==> src/logic/busPkg.sv <==
package busPkg;

    ////////////////////////////////////////////////////////////////////////////
    // Internal bus

    typedef struct packed {
        logic [31:0] addr;
        logic [31:0] wrData;
        logic        wr;          // Single cycle write strobe
        logic        rd;          // Single cycle read strobe
        logic        byteAccess;  // One byte per access, low lane of wrData
    } busReq_t;

    // Read data comes one cycle after the rd strobe
    typedef struct packed {
        logic [31:0] rdData;
    } busRsp_t;

    ////////////////////////////////////////////////////////////////////////////
    // Address map

    localparam logic [31:0] CFG_BASE = 32'h0000_0000;
    localparam int unsigned CFG_SIZE = 16;   // Bytes
    localparam logic [31:0] MEM_BASE = 32'h0000_1000;

    localparam int CFG_OFFSET_W = $clog2(CFG_SIZE);

    typedef logic [CFG_OFFSET_W-1:0] cfgOffset_t;

    // Configuration register offsets
    localparam cfgOffset_t REG_CONTROL     = 'h0;
    localparam cfgOffset_t REG_SCRATCH     = 'h4;
    localparam cfgOffset_t REG_WRITE_COUNT = 'h8;   // Read only

    localparam int CTRL_BYTE_MODE = 0;   // Bit in REG_CONTROL

endpackage

==> src/logic/bridgeConfig.sv <==
module bridgeConfig (
    input  logic            BUS_CLK,
    input  logic            BUS_RST,
    input  busPkg::busReq_t busReq,
    input  logic            sel,
    output logic [31:0]     rdData,
    output logic            byteMode
);

    busPkg::cfgOffset_t regOffset;
    logic               regWrite;
    logic               byteModeQ;
    logic [31:0]        scratchQ;
    logic [31:0]        writeCountQ;
    logic [31:0]        controlWord;

    assign regOffset   = busReq.addr[busPkg::CFG_OFFSET_W-1:0];
    assign regWrite    = sel && busReq.wr;
    assign controlWord = 32'(byteModeQ) << busPkg::CTRL_BYTE_MODE;

    // Registers answer on their word offset only
    // A byte write there loads the zero extended byte
    always_ff @(posedge BUS_CLK)
    begin
        if (BUS_RST)
        begin
            byteModeQ   <= 1'b0;
            scratchQ    <= '0;
            writeCountQ <= '0;
        end
        else
        begin
            if (busReq.wr)
                writeCountQ <= writeCountQ + 32'd1;   // Any write strobe on the bus
            if (regWrite && regOffset == busPkg::REG_CONTROL)
                byteModeQ <= busReq.wrData[busPkg::CTRL_BYTE_MODE];
            if (regWrite && regOffset == busPkg::REG_SCRATCH)
                scratchQ <= busReq.wrData;
        end
    end

    always_ff @(posedge BUS_CLK)
    begin
        if (sel && busReq.rd)
        begin
            case (regOffset)
                busPkg::REG_CONTROL:     rdData <= controlWord;
                busPkg::REG_SCRATCH:     rdData <= scratchQ;
                busPkg::REG_WRITE_COUNT: rdData <= writeCountQ;
                default:                 rdData <= '0;
            endcase
        end
    end

    assign byteMode = byteModeQ;

endmodule

==> config.mk <==
export PLATFORM = sky130hd
export DESIGN_NAME = bridgeConfig
export DESIGN_NICKNAME = d
export VERILOG_FILES = /design/src/logic/busPkg.sv /design/src/logic/bridgeConfig.sv
export SDC_FILE = /design/constraint.sdc
export NUM_CORES = 1
export LEC_CHECK = 0
export BUFFER_PORTS_ARGS = -buffer_cell sky130_fd_sc_hd__buf_4
export CAP_MARGIN = 40
export CORE_MARGIN = 3
export CORE_UTILIZATION = 50
export DETAILED_ROUTE_END_ITERATION = 6
export PLACE_DENSITY_LB_ADDON = 0.05
export SYNTH_ARGS = -nofsm -noshare
export SYNTH_HDL_FRONTEND = slang
export SYNTH_SLANG_ARGS = --single-unit
==> constraint.sdc <==
create_clock -name BUS_CLK -period 2.65 [get_ports BUS_CLK]
set_clock_uncertainty 0.15 [all_clocks]
set_input_delay 0.3975 -clock BUS_CLK [delete_from_list [all_inputs] [get_ports BUS_CLK]]
set_output_delay 0.3975 -clock BUS_CLK [all_outputs]
set_load 0.05 [all_outputs]
# Word level (Yosys, flattened, before mapping)
# Cells that the tools add are included.
# word_totals
regBits,97
inputBits,70
out_inout_bits,33
word_cells,13
# op_classes
reduce_logical,5
muxes,1
addsub,1
n_eq_ne,2
# op_table
operator,n
$pmux W32 S3,1
$add A32 B1 Y32 const B,1
$eq A4 B3 Y1 const B,1
$eq A4 B4 Y1 const B,1
$logic_and A1 B1 Y1,4
$logic_not A4 Y1,1

# Logic depth before layout (Yosys ltp)
# Gate-level depths: netlist of the first run.
# depth
ltp_word,2
depth_mapped,7
depth_no_buf,5

# Worst setup path after synthesis of the first run
# OpenSTA, ideal clock, no wires.
# synth_path
kind,reg-to-reg
startpoint,register writeCountQ[12]
endpoint,register writeCountQ[31]
synth_period_minus_slack_ps,2205
t_arrival_ps,1934
setup_ps,121
path_buffers,2
path_slack_ps,445
stages_incl_launch_ff,7
path_cell_list,dfxtp_1 -> nand4_2 -> or4_1 -> buf_2 -> buf_6 -> nor4_1 -> mux2_2
# synth_between
elab_chain_len,1
# synth_rtl
element,line,rtl
start: declaration,bridgeConfig.sv:14,logic [31:0] writeCountQ;
start signal: assignment,bridgeConfig.sv:34,writeCountQ <= writeCountQ + 32'd1;
$add A32 B1 Y32,bridgeConfig.sv:34,
# Every way passes these cells.
# A chain may end at the register's enable or synchronous reset.

# Final worst setup path of the first run
# layout_path
startpoint,register writeCountQ[11]
endpoint,register writeCountQ[31]
# Same word-level chain as after synthesis.

==> metrics.txt, run 1 <==
# TYPE chip_impl_metric gauge
chip_impl_info{name="status",value="completed"} 1
chip_impl_metric{name="clock_sink_count",unit=""} 97
chip_impl_metric{name="slowest_delay",unit="ps"} 610
chip_impl_info{name="worstHoldEndpoint",value="scratchQ[13]"} 1
chip_impl_metric{name="finalHoldViolations",unit=""} 0
chip_impl_metric{name="syn-num-nets",unit=""} 478
chip_impl_metric{name="die-area",unit="um2"} 9120
chip_impl_metric{name="gr-usage-all-layers",unit=""} 0.194
chip_impl_info{name="area_contributors_post_synth",value="sky130_fd_sc_hd__dfxtp_1, sky130_fd_sc_hd__edfxtp_1, sky130_fd_sc_hd__nand2_1, sky130_fd_sc_hd__a22o_1, sky130_fd_sc_hd__a21oi_1"} 1
chip_impl_info{name="worstReg2RegStart",value="writeCountQ[11]"} 1
chip_impl_metric{name="synthToLayoutAreaGrowth",unit="%"} 21.8
chip_impl_metric{name="post_synth_design_cell_area",unit="um2"} 4000
chip_impl_metric{name="worst-endpoint-arrival",unit="ps"} 2500
chip_impl_metric{name="antenna_cells_inserted",unit=""} 0
chip_impl_metric{name="grt_overflow_total",unit=""} 0
chip_impl_info{name="grt_setup_unrepaired",value="no"} 1
chip_impl_metric{name="cts.reportedPaths.clkPinSlew",unit="ps"} 90
chip_impl_info{name="worstPathCellList",value="nand4_2 -> or4_1 -> buf_12 -> nor4_1 -> mux2_2"} 1
chip_impl_metric{name="floorplan.initialDensity",unit=""} 0.515
chip_impl_metric{name="synth.avg_cell_area",unit="um2"} 9.84
chip_impl_metric{name="final_core_utilization",unit=""} 0.628
chip_impl_info{name="timing.setup.critical_path_class",value="reg2reg"} 1
chip_impl_metric{name="synthCells",unit=""} 407
chip_impl_metric{name="wl_per_cell",unit="um"} 14.7
chip_impl_metric{name="placed_cells_incl_taps",unit=""} 562
chip_impl_info{name="timing.hold.worst.start",value="busReq[16]"} 1
chip_impl_metric{name="worst_hold_slack",unit="ps"} 137
chip_impl_metric{name="number_of_global_route_vias_before_repair",unit=""} 2821
chip_impl_metric{name="synth.ff_latch_count",unit=""} 97
chip_impl_info{name="synth_largest_area_cell",value="sky130_fd_sc_hd__dfxtp_1"} 1
chip_impl_info{name="timing.critical_path.from_type",value="flip-flop"} 1
chip_impl_metric{name="finalNetCount",unit=""} 542
chip_impl_metric{name="drtAntennaViolNets",unit=""} 0
chip_impl_info{name="tritoncts",value="yes"} 1
chip_impl_info{name="timing.critical_path.to_type",value="flip-flop"} 1
chip_impl_info{name="hp-class",value="in2reg"} 1
chip_impl_metric{name="hold_buffers",unit=""} 0
chip_impl_metric{name="routed_wirelength",unit="um"} 8520
chip_impl_info{name="mostFrequentLayoutCells",value="sky130_fd_sc_hd__buf_4, sky130_fd_sc_hd__nand2_1, sky130_fd_sc_hd__dfxtp_1"} 1
chip_impl_metric{name="drt_drc_violations_left",unit=""} 0
chip_impl_metric{name="die_w",unit="um"} 95.5
chip_impl_metric{name="period_minus_slack",unit="ps"} 2410
chip_impl_metric{name="maxCapViolations",unit=""} 0
chip_impl_metric{name="report.power.total",unit="mW"} 2.80
chip_impl_metric{name="maxSlewViolCount",unit=""} 0
chip_impl_metric{name="final-seq-area",unit="um2"} 2260
chip_impl_metric{name="ir_worst_vdd",unit="mV"} 0.293
chip_impl_metric{name="vias",unit=""} 3235
chip_impl_metric{name="path_max_fanout",unit=""} 28
chip_impl_metric{name="clock_path_buffers",unit=""} 2
chip_impl_info{name="most_frequent_standard_cell_in_the_layout_excluding_fill_and_tap_cells",value="sky130_fd_sc_hd__buf_4"} 1
chip_impl_metric{name="antenna_found_initial",unit=""} 0
chip_impl_metric{name="total_area_of_multi_input_combinational_cells",unit="um2"} 1600
chip_impl_metric{name="place.gp.congestion",unit=""} 0.793
chip_impl_metric{name="dp_hpwl",unit="um"} 5670
chip_impl_metric{name="first_pass_iters",unit=""} 6
chip_impl_metric{name="core_region_area",unit="um2"} 7770
chip_impl_metric{name="worstRegToRegCells",unit=""} 5
chip_impl_info{name="critical-path-slowest-cell",value="sky130_fd_sc_hd__or4_1"} 1
chip_impl_metric{name="tightestPinTransition",unit="ps"} 610
chip_impl_metric{name="worstSkewPairLatency",unit="ps"} 350
chip_impl_metric{name="synth_top_cell_area_share",unit=""} 0.325
chip_impl_metric{name="critical_path_data_required_time",unit="ps"} 2740
chip_impl_metric{name="layout-drive-gt1-share",unit=""} 0.214
chip_impl_metric{name="dr.first_iter.drc_count",unit=""} 146
chip_impl_metric{name="post_cts.repair.setup_buffers",unit=""} 0
chip_impl_metric{name="ctsResizeCount",unit=""} 0
chip_impl_info{name="timing.rr.end",value="writeCountQ[31]"} 1
chip_impl_metric{name="finalSetupViolCount",unit=""} 0
chip_impl_metric{name="port_buffers",unit=""} 73
chip_impl_info{name="cell_chosen_for_the_clock_root",value="sky130_fd_sc_hd__clkbuf_8"} 1
chip_impl_metric{name="max_clock_freq",unit="GHz"} 0.415
chip_impl_metric{name="final.fill_count",unit=""} 675
chip_impl_metric{name="r2r_slack",unit="ps"} 240
chip_impl_metric{name="min_path_cells",unit=""} 3
chip_impl_metric{name="synth_seq_area_share",unit=""} 0.565
chip_impl_metric{name="cts-htree-levels",unit=""} 3
chip_impl_metric{name="synth-warning-count",unit=""} 0
chip_impl_metric{name="setup_total_negative_slack",unit="ps"} 0
chip_impl_metric{name="avgViaCountPerCell",unit=""} 5.60
chip_impl_metric{name="wire_length_of_the_first_global_routing_pass",unit="um"} 13600
chip_impl_metric{name="power_density",unit="nW/um2"} 575
chip_impl_metric{name="grt_start_max_net_pins",unit=""} 49
chip_impl_metric{name="synthDistinctLibCells",unit=""} 34
chip_impl_metric{name="row_count",unit=""} 32
chip_impl_metric{name="power.leakage",unit="nW"} 1.70
chip_impl_metric{name="min_period_over_period",unit=""} 0.909
chip_impl_metric{name="fp.dieH",unit="um"} 95.5
chip_impl_metric{name="finalNonFillerCells",unit=""} 578
chip_impl_metric{name="boundaryPins",unit=""} 103
chip_impl_metric{name="timing.slew.headroom",unit=""} 0.593
chip_impl_metric{name="numCtsBuffers",unit=""} 9
stage by stage:
stage / worst slack (ps) / area (um2)
floorplan: 445 / 4000
global placement: 229 / 4660
detailed placement: 216 / 4660
CTS: 235 / 4880
global route: 189 / 4880
finish: 242 / 4880
logic make-up after synthesis:
| group | Yosys count | share of synthesized area |
|---|---|---|
| fa+ha+maj | 1 | 0.00312 |
| compound gates | 102 | 0.168 |
| buf+inv | 36 | 0.0366 |
| simple gates | 156 | 0.192 |
| mux | 5 | 0.0131 |
| xor+xnor | 10 | 0.0219 |
| flops | 97 | 0.565 |
metal layers:
| metal | GRT usage | vias to the layer above | part of all wire |
|---|---|---|---|
| li1 | - | 1618 | - |
| met1 | 0.278 | 1512 | 0.47 |
| met4 | 0.0746 | 0 | 0.0090 |
| met2 | 0.292 | 97 | 0.45 |
| met5 | 0 | - | 0 |
| met3 | 0.0363 | 8 | 0.064 |
cell usage after synthesis:
| master | number |
|---|---|
| sky130_fd_sc_hd__nand4_2 | 1 |
| sky130_fd_sc_hd__and4_1 | 2 |
| sky130_fd_sc_hd__clkbuf_1 | 25 |
| sky130_fd_sc_hd__nor3_1 | 4 |
| sky130_fd_sc_hd__nor2b_1 | 2 |
| sky130_fd_sc_hd__nand2_1 | 76 |
| sky130_fd_sc_hd__nor4_1 | 5 |
| sky130_fd_sc_hd__o21ai_0 | 2 |
| sky130_fd_sc_hd__nand3_1 | 12 |
| sky130_fd_sc_hd__and3_1 | 3 |
| sky130_fd_sc_hd__nand4_1 | 8 |
| sky130_fd_sc_hd__xor2_1 | 4 |
| sky130_fd_sc_hd__mux2i_1 | 3 |
| sky130_fd_sc_hd__nor2_1 | 15 |
| sky130_fd_sc_hd__nor4b_1 | 1 |
| sky130_fd_sc_hd__or4_1 | 16 |
| sky130_fd_sc_hd__a22o_1 | 31 |
| sky130_fd_sc_hd__or2_0 | 1 |
| sky130_fd_sc_hd__a31oi_1 | 1 |
| sky130_fd_sc_hd__edfxtp_1 | 32 |
| sky130_fd_sc_hd__dfxtp_1 | 65 |
| sky130_fd_sc_hd__a21oi_1 | 51 |
| sky130_fd_sc_hd__ha_1 | 1 |
| sky130_fd_sc_hd__or3_1 | 3 |
| sky130_fd_sc_hd__inv_1 | 7 |
| sky130_fd_sc_hd__mux2_2 | 2 |
| sky130_fd_sc_hd__xnor2_1 | 6 |
| sky130_fd_sc_hd__or4b_1 | 2 |
| sky130_fd_sc_hd__buf_6 | 1 |
| sky130_fd_sc_hd__and2_1 | 3 |
| sky130_fd_sc_hd__buf_2 | 3 |
| sky130_fd_sc_hd__o31ai_1 | 15 |
| sky130_fd_sc_hd__o41ai_1 | 2 |
| sky130_fd_sc_hd__or2_2 | 2 |
worst max path at each step:
stage	start	to	slack, ps	depth (start not counted)
after detailed placement	busReq[2]	writeCountQ[31]	220	6
final	writeCountQ[11]	writeCountQ[31]	240	5
after CTS	writeCountQ[11]	writeCountQ[31]	230	5
after global placement	busReq[2]	writeCountQ[31]	230	6
after floorplan	writeCountQ[12]	writeCountQ[31]	450	6
after global routing	writeCountQ[11]	writeCountQ[31]	190	5
flip-flops by register name (all words and copies together), names as in the netlist:
| name | flops |
|---|---|
| byteMode | 1 |
| rdData | 32 |
| writeCountQ | 32 |
| scratchQ | 32 |
layout make-up:
cell class	count	share of cell area
sequential	97	0.464
timing repair buffer	82	0.131
clock buffer	11	0.0290
clock inverter	5	0.0162
tap	102	0.0262
multi-input combinational	274	0.328
inverter	7	0.00539
report_power, final:
group	total (mW)	switching, mW	internal (mW)
clock	1.04	0.485	0.555
sequential	1.56	0.0117	1.55
combinational	0.198	0.124	0.0745
worst max-delay path, delay by kind of cell, from the launching register on:
family | cells | cell delay [ps]
buffers and inverters | 1 | 190
flip-flops | 1 | 480
multiplexers | 1 | 370
AND/OR/NAND/NOR | 3 | 1110
(Power assumes the default switching activity.)
==> run 2: changes to the inputs <==
--- a/config.mk
+++ b/config.mk
@@ -5,6 +5,7 @@
 export SDC_FILE = /design/constraint.sdc
 export NUM_CORES = 1
 export LEC_CHECK = 0
+export ABC_AREA = 1
 export BUFFER_PORTS_ARGS = -buffer_cell sky130_fd_sc_hd__buf_4
 export CAP_MARGIN = 40
 export CORE_MARGIN = 3
==> metrics.txt, run 2 <==
# TYPE chip_impl_metric gauge
chip_impl_metric{name="vias",unit=""} 3573
chip_impl_metric{name="die_w",unit="um"} 98.4
chip_impl_metric{name="power.leakage",unit="nW"} 1.78
chip_impl_info{name="timing.critical_path.to_type",value="flip-flop"} 1
chip_impl_metric{name="tightestPinTransition",unit="ps"} 501
chip_impl_metric{name="dp_slack",unit="ps"} 646
chip_impl_metric{name="dp_hpwl",unit="um"} 6880
chip_impl_metric{name="synth.avg_cell_area",unit="um2"} 8.48
chip_impl_metric{name="synthDistinctLibCells",unit=""} 28
chip_impl_metric{name="numCtsBuffers",unit=""} 9
chip_impl_metric{name="min_period_over_period",unit=""} 0.630
chip_impl_metric{name="final.fill_count",unit=""} 741
chip_impl_metric{name="timing.slew.headroom",unit=""} 0.666
chip_impl_metric{name="place.gp.congestion",unit=""} 0.860
chip_impl_metric{name="drt_drc_violations_left",unit=""} 0
chip_impl_metric{name="routed_wirelength",unit="um"} 10100
chip_impl_metric{name="maxSlewViolCount",unit=""} 0
chip_impl_metric{name="worstSkewPairLatency",unit="ps"} 360
chip_impl_metric{name="cts-htree-levels",unit=""} 3
chip_impl_metric{name="post_cts.repair.setup_buffers",unit=""} 0
chip_impl_info{name="yosysMostFrequentCell",value="sky130_fd_sc_hd__inv_1"} 1
chip_impl_metric{name="drtAntennaViolNets",unit=""} 0
chip_impl_metric{name="total_area_of_multi_input_combinational_cells",unit="um2"} 1610
chip_impl_metric{name="die-area",unit="um2"} 9670
chip_impl_metric{name="fin_ws",unit="ps"} 980
chip_impl_metric{name="final_core_utilization",unit=""} 0.622
chip_impl_info{name="layout_top_registers",value="rdData: 32 flops, scratchQ: 32 flops, writeCountQ: 32 flops"} 1
chip_impl_metric{name="post_synth_arst_share",unit=""} 0
chip_impl_metric{name="path_max_fanout",unit=""} 6
chip_impl_info{name="timing.setup.critical_path_class",value="reg2reg"} 1
chip_impl_metric{name="row_count",unit=""} 33
chip_impl_metric{name="max_clock_freq",unit="GHz"} 0.599
chip_impl_metric{name="fp.dieH",unit="um"} 98.4
chip_impl_metric{name="worst-endpoint-arrival",unit="ps"} 1780
chip_impl_metric{name="maxCapViolations",unit=""} 0
chip_impl_metric{name="wl_per_cell",unit="um"} 14.8
chip_impl_info{name="status",value="completed"} 1
chip_impl_info{name="critical-path-slowest-cell",value="sky130_fd_sc_hd__dfxtp_1"} 1
chip_impl_metric{name="layout-drive-gt1-share",unit=""} 0.230
chip_impl_metric{name="core_region_area",unit="um2"} 8260
chip_impl_metric{name="synth-warning-count",unit=""} 0
chip_impl_metric{name="wire_length_of_the_first_global_routing_pass",unit="um"} 16500
chip_impl_metric{name="port_buffers",unit=""} 73
chip_impl_metric{name="avgViaCountPerCell",unit=""} 5.23
chip_impl_metric{name="dr.first_iter.drc_count",unit=""} 194
chip_impl_info{name="mostFrequentLayoutCells",value="sky130_fd_sc_hd__inv_1, sky130_fd_sc_hd__buf_4, sky130_fd_sc_hd__dfxtp_1"} 1
chip_impl_info{name="critPathTopFamily",value="simple AND/OR/NAND/NOR gates"} 1
chip_impl_metric{name="number_of_flops_mapped_to_enable_cells_by_yosys",unit=""} 32
chip_impl_metric{name="min_path_cells",unit=""} 3
chip_impl_metric{name="worstRegToRegCells",unit=""} 8
chip_impl_metric{name="ctsResizeCount",unit=""} 0
chip_impl_metric{name="ir_worst_vdd",unit="mV"} 0.313
chip_impl_metric{name="report.power.total",unit="mW"} 2.86
chip_impl_metric{name="synthCells",unit=""} 503
chip_impl_info{name="netlist_top_cells_count",value="sky130_fd_sc_hd__inv_1, sky130_fd_sc_hd__dfxtp_1, sky130_fd_sc_hd__nand2_1"} 1
chip_impl_metric{name="hold_buffers",unit=""} 0
chip_impl_metric{name="synthToLayoutAreaGrowth",unit="%"} 20.4
chip_impl_metric{name="finalNetCount",unit=""} 644
chip_impl_metric{name="antenna_found_initial",unit=""} 0
chip_impl_metric{name="grt_overflow_total",unit=""} 0
chip_impl_metric{name="boundaryPins",unit=""} 103
chip_impl_metric{name="finalHoldViolations",unit=""} 0
chip_impl_metric{name="slowest_delay",unit="ps"} 400
chip_impl_metric{name="period_minus_slack",unit="ps"} 1670
chip_impl_metric{name="finalSetupViolCount",unit=""} 0
chip_impl_info{name="ys_dominant_reg_cell",value="sky130_fd_sc_hd__dfxtp_1"} 1
chip_impl_metric{name="power_density",unit="nW/um2"} 557
chip_impl_info{name="synth_largest_area_cell",value="sky130_fd_sc_hd__dfxtp_1"} 1
chip_impl_metric{name="clock_sink_count",unit=""} 97
chip_impl_info{name="grt_setup_unrepaired",value="no"} 1
chip_impl_metric{name="final-seq-area",unit="um2"} 2260
chip_impl_metric{name="cts.reportedPaths.clkPinSlew",unit="ps"} 100
chip_impl_info{name="timing.critical_path.from_type",value="flip-flop"} 1
chip_impl_metric{name="synth.ff_latch_count",unit=""} 97
chip_impl_metric{name="synth_seq_area_share",unit=""} 0.531
chip_impl_metric{name="number_of_global_route_vias_before_repair",unit=""} 3327
chip_impl_metric{name="clock_path_buffers",unit=""} 2
chip_impl_metric{name="synth_top_cell_area_share",unit=""} 0.305
chip_impl_info{name="worstPathCellList",value="ha_1 -> inv_1 -> nor2_2 -> nand3_2 -> nor2_4 -> nand3_1 -> nand2_1 -> nor2_1"} 1
chip_impl_metric{name="grt_start_max_net_pins",unit=""} 49
chip_impl_metric{name="floorplan.initialDensity",unit=""} 0.516
chip_impl_info{name="area_contributors_post_synth",value="sky130_fd_sc_hd__dfxtp_1, sky130_fd_sc_hd__edfxtp_1, sky130_fd_sc_hd__inv_1, sky130_fd_sc_hd__a21oi_1, sky130_fd_sc_hd__nand2_1"} 1
chip_impl_metric{name="setup_total_negative_slack",unit="ps"} 0
chip_impl_metric{name="syn-num-nets",unit=""} 574
chip_impl_metric{name="gr-usage-all-layers",unit=""} 0.213
chip_impl_metric{name="path_depth",unit=""} 8
chip_impl_metric{name="worstPathBufferInverterCount",unit=""} 1
chip_impl_info{name="tritoncts",value="yes"} 1
chip_impl_info{name="hp-class",value="in2reg"} 1
chip_impl_metric{name="antenna_cells_inserted",unit=""} 0
chip_impl_info{name="most_frequent_standard_cell_in_the_layout_excluding_fill_and_tap_cells",value="sky130_fd_sc_hd__inv_1"} 1
chip_impl_metric{name="critical_path_data_required_time",unit="ps"} 2760
chip_impl_metric{name="first_pass_iters",unit=""} 5
chip_impl_info{name="cell_chosen_for_the_clock_root",value="sky130_fd_sc_hd__clkbuf_8"} 1
chip_impl_metric{name="post_synth_design_cell_area",unit="um2"} 4260
[run 2: changes by cell type in the layout (fill, tap and decap cells not counted), sizes merged, moves of 5 or more]
cell,previous run,this run
a22o,31,0
inv,7,85
nand2,76,61
nand3,12,27
nor2,15,62
nor3,4,16
nor4,5,0
o21ai,2,42
o22ai,0,31
o31ai,15,0
or4,16,0
xnor2,6,0
[run 2: layer usage]
| layer | up-vias | track usage | share of wire |
|---|---|---|---|
| met2 | 96 | 0.314 | 0.44 |
| met4 | 0 | 0.0504 | 0.0075 |
| met5 | - | 0 | 0 |
| li1 | 1828 | - | - |
| met1 | 1641 | 0.315 | 0.49 |
| met3 | 8 | 0.0550 | 0.064 |
[run 2: per-stage QoR]
stage	area, um2	instances	hold slack, ps
floorplan	4260	503	279
global placement	4910	667	289
detailed placement	4910	667	295
CTS	5130	683	147
global route	5130	683	164
finish	5130	683	159
[run 2: kinds of logic (layout without fill, tap and decap cells)]
| family | after synthesis | count (layout) | synth area share |
|---|---|---|---|
| AOI/OAI and AO/OA | 125 | 125 | 0.158 |
| DFF | 97 | 97 | 0.531 |
| adders and majority gates | 1 | 1 | 0.00293 |
| xor gates and xnor gates | 2 | 2 | 0.00411 |
| and+or+nand+nor | 176 | 176 | 0.211 |
| buffers and inverters | 102 | 177 | 0.0930 |
[run 2: area by class of cell]
| class | instances | area share |
|---|---|---|
| flip-flops and latches | 97 | 0.441 |
| multi-input cells | 304 | 0.313 |
| repair buffers | 78 | 0.117 |
| inverters | 83 | 0.0607 |
| clock buffers | 10 | 0.0268 |
| well taps | 105 | 0.0256 |
| clock inverters | 6 | 0.0171 |
[run 2: worst reg2reg max path, stage by stage, from the launching register on]
cell	delay, ps
sky130_fd_sc_hd__dfxtp_1	400
sky130_fd_sc_hd__ha_1	220
sky130_fd_sc_hd__inv_1	70
sky130_fd_sc_hd__nor2_2	170
sky130_fd_sc_hd__nand3_2	170
sky130_fd_sc_hd__nor2_4	190
sky130_fd_sc_hd__nand3_1	90
sky130_fd_sc_hd__nand2_1	70
sky130_fd_sc_hd__nor2_1	40
[run 2: power breakdown]
part	switching, mW	internal, mW	total, mW	leakage, nW
Sequential	0.00983	1.55	1.56	0.835
Clock	0.519	0.562	1.08	0.117
Combinational	0.137	0.0767	0.214	0.833
[run 2: final timing paths]
kind	startpoint	end	slack (ps)
hold / removal	busReq[10]	scratchQ[7]	160
hold reg to reg	scratchQ[14]	scratchQ[14]	310
setup / recovery	writeCountQ[1]	writeCountQ[26]	980
setup reg to reg	writeCountQ[1]	writeCountQ[26]	980
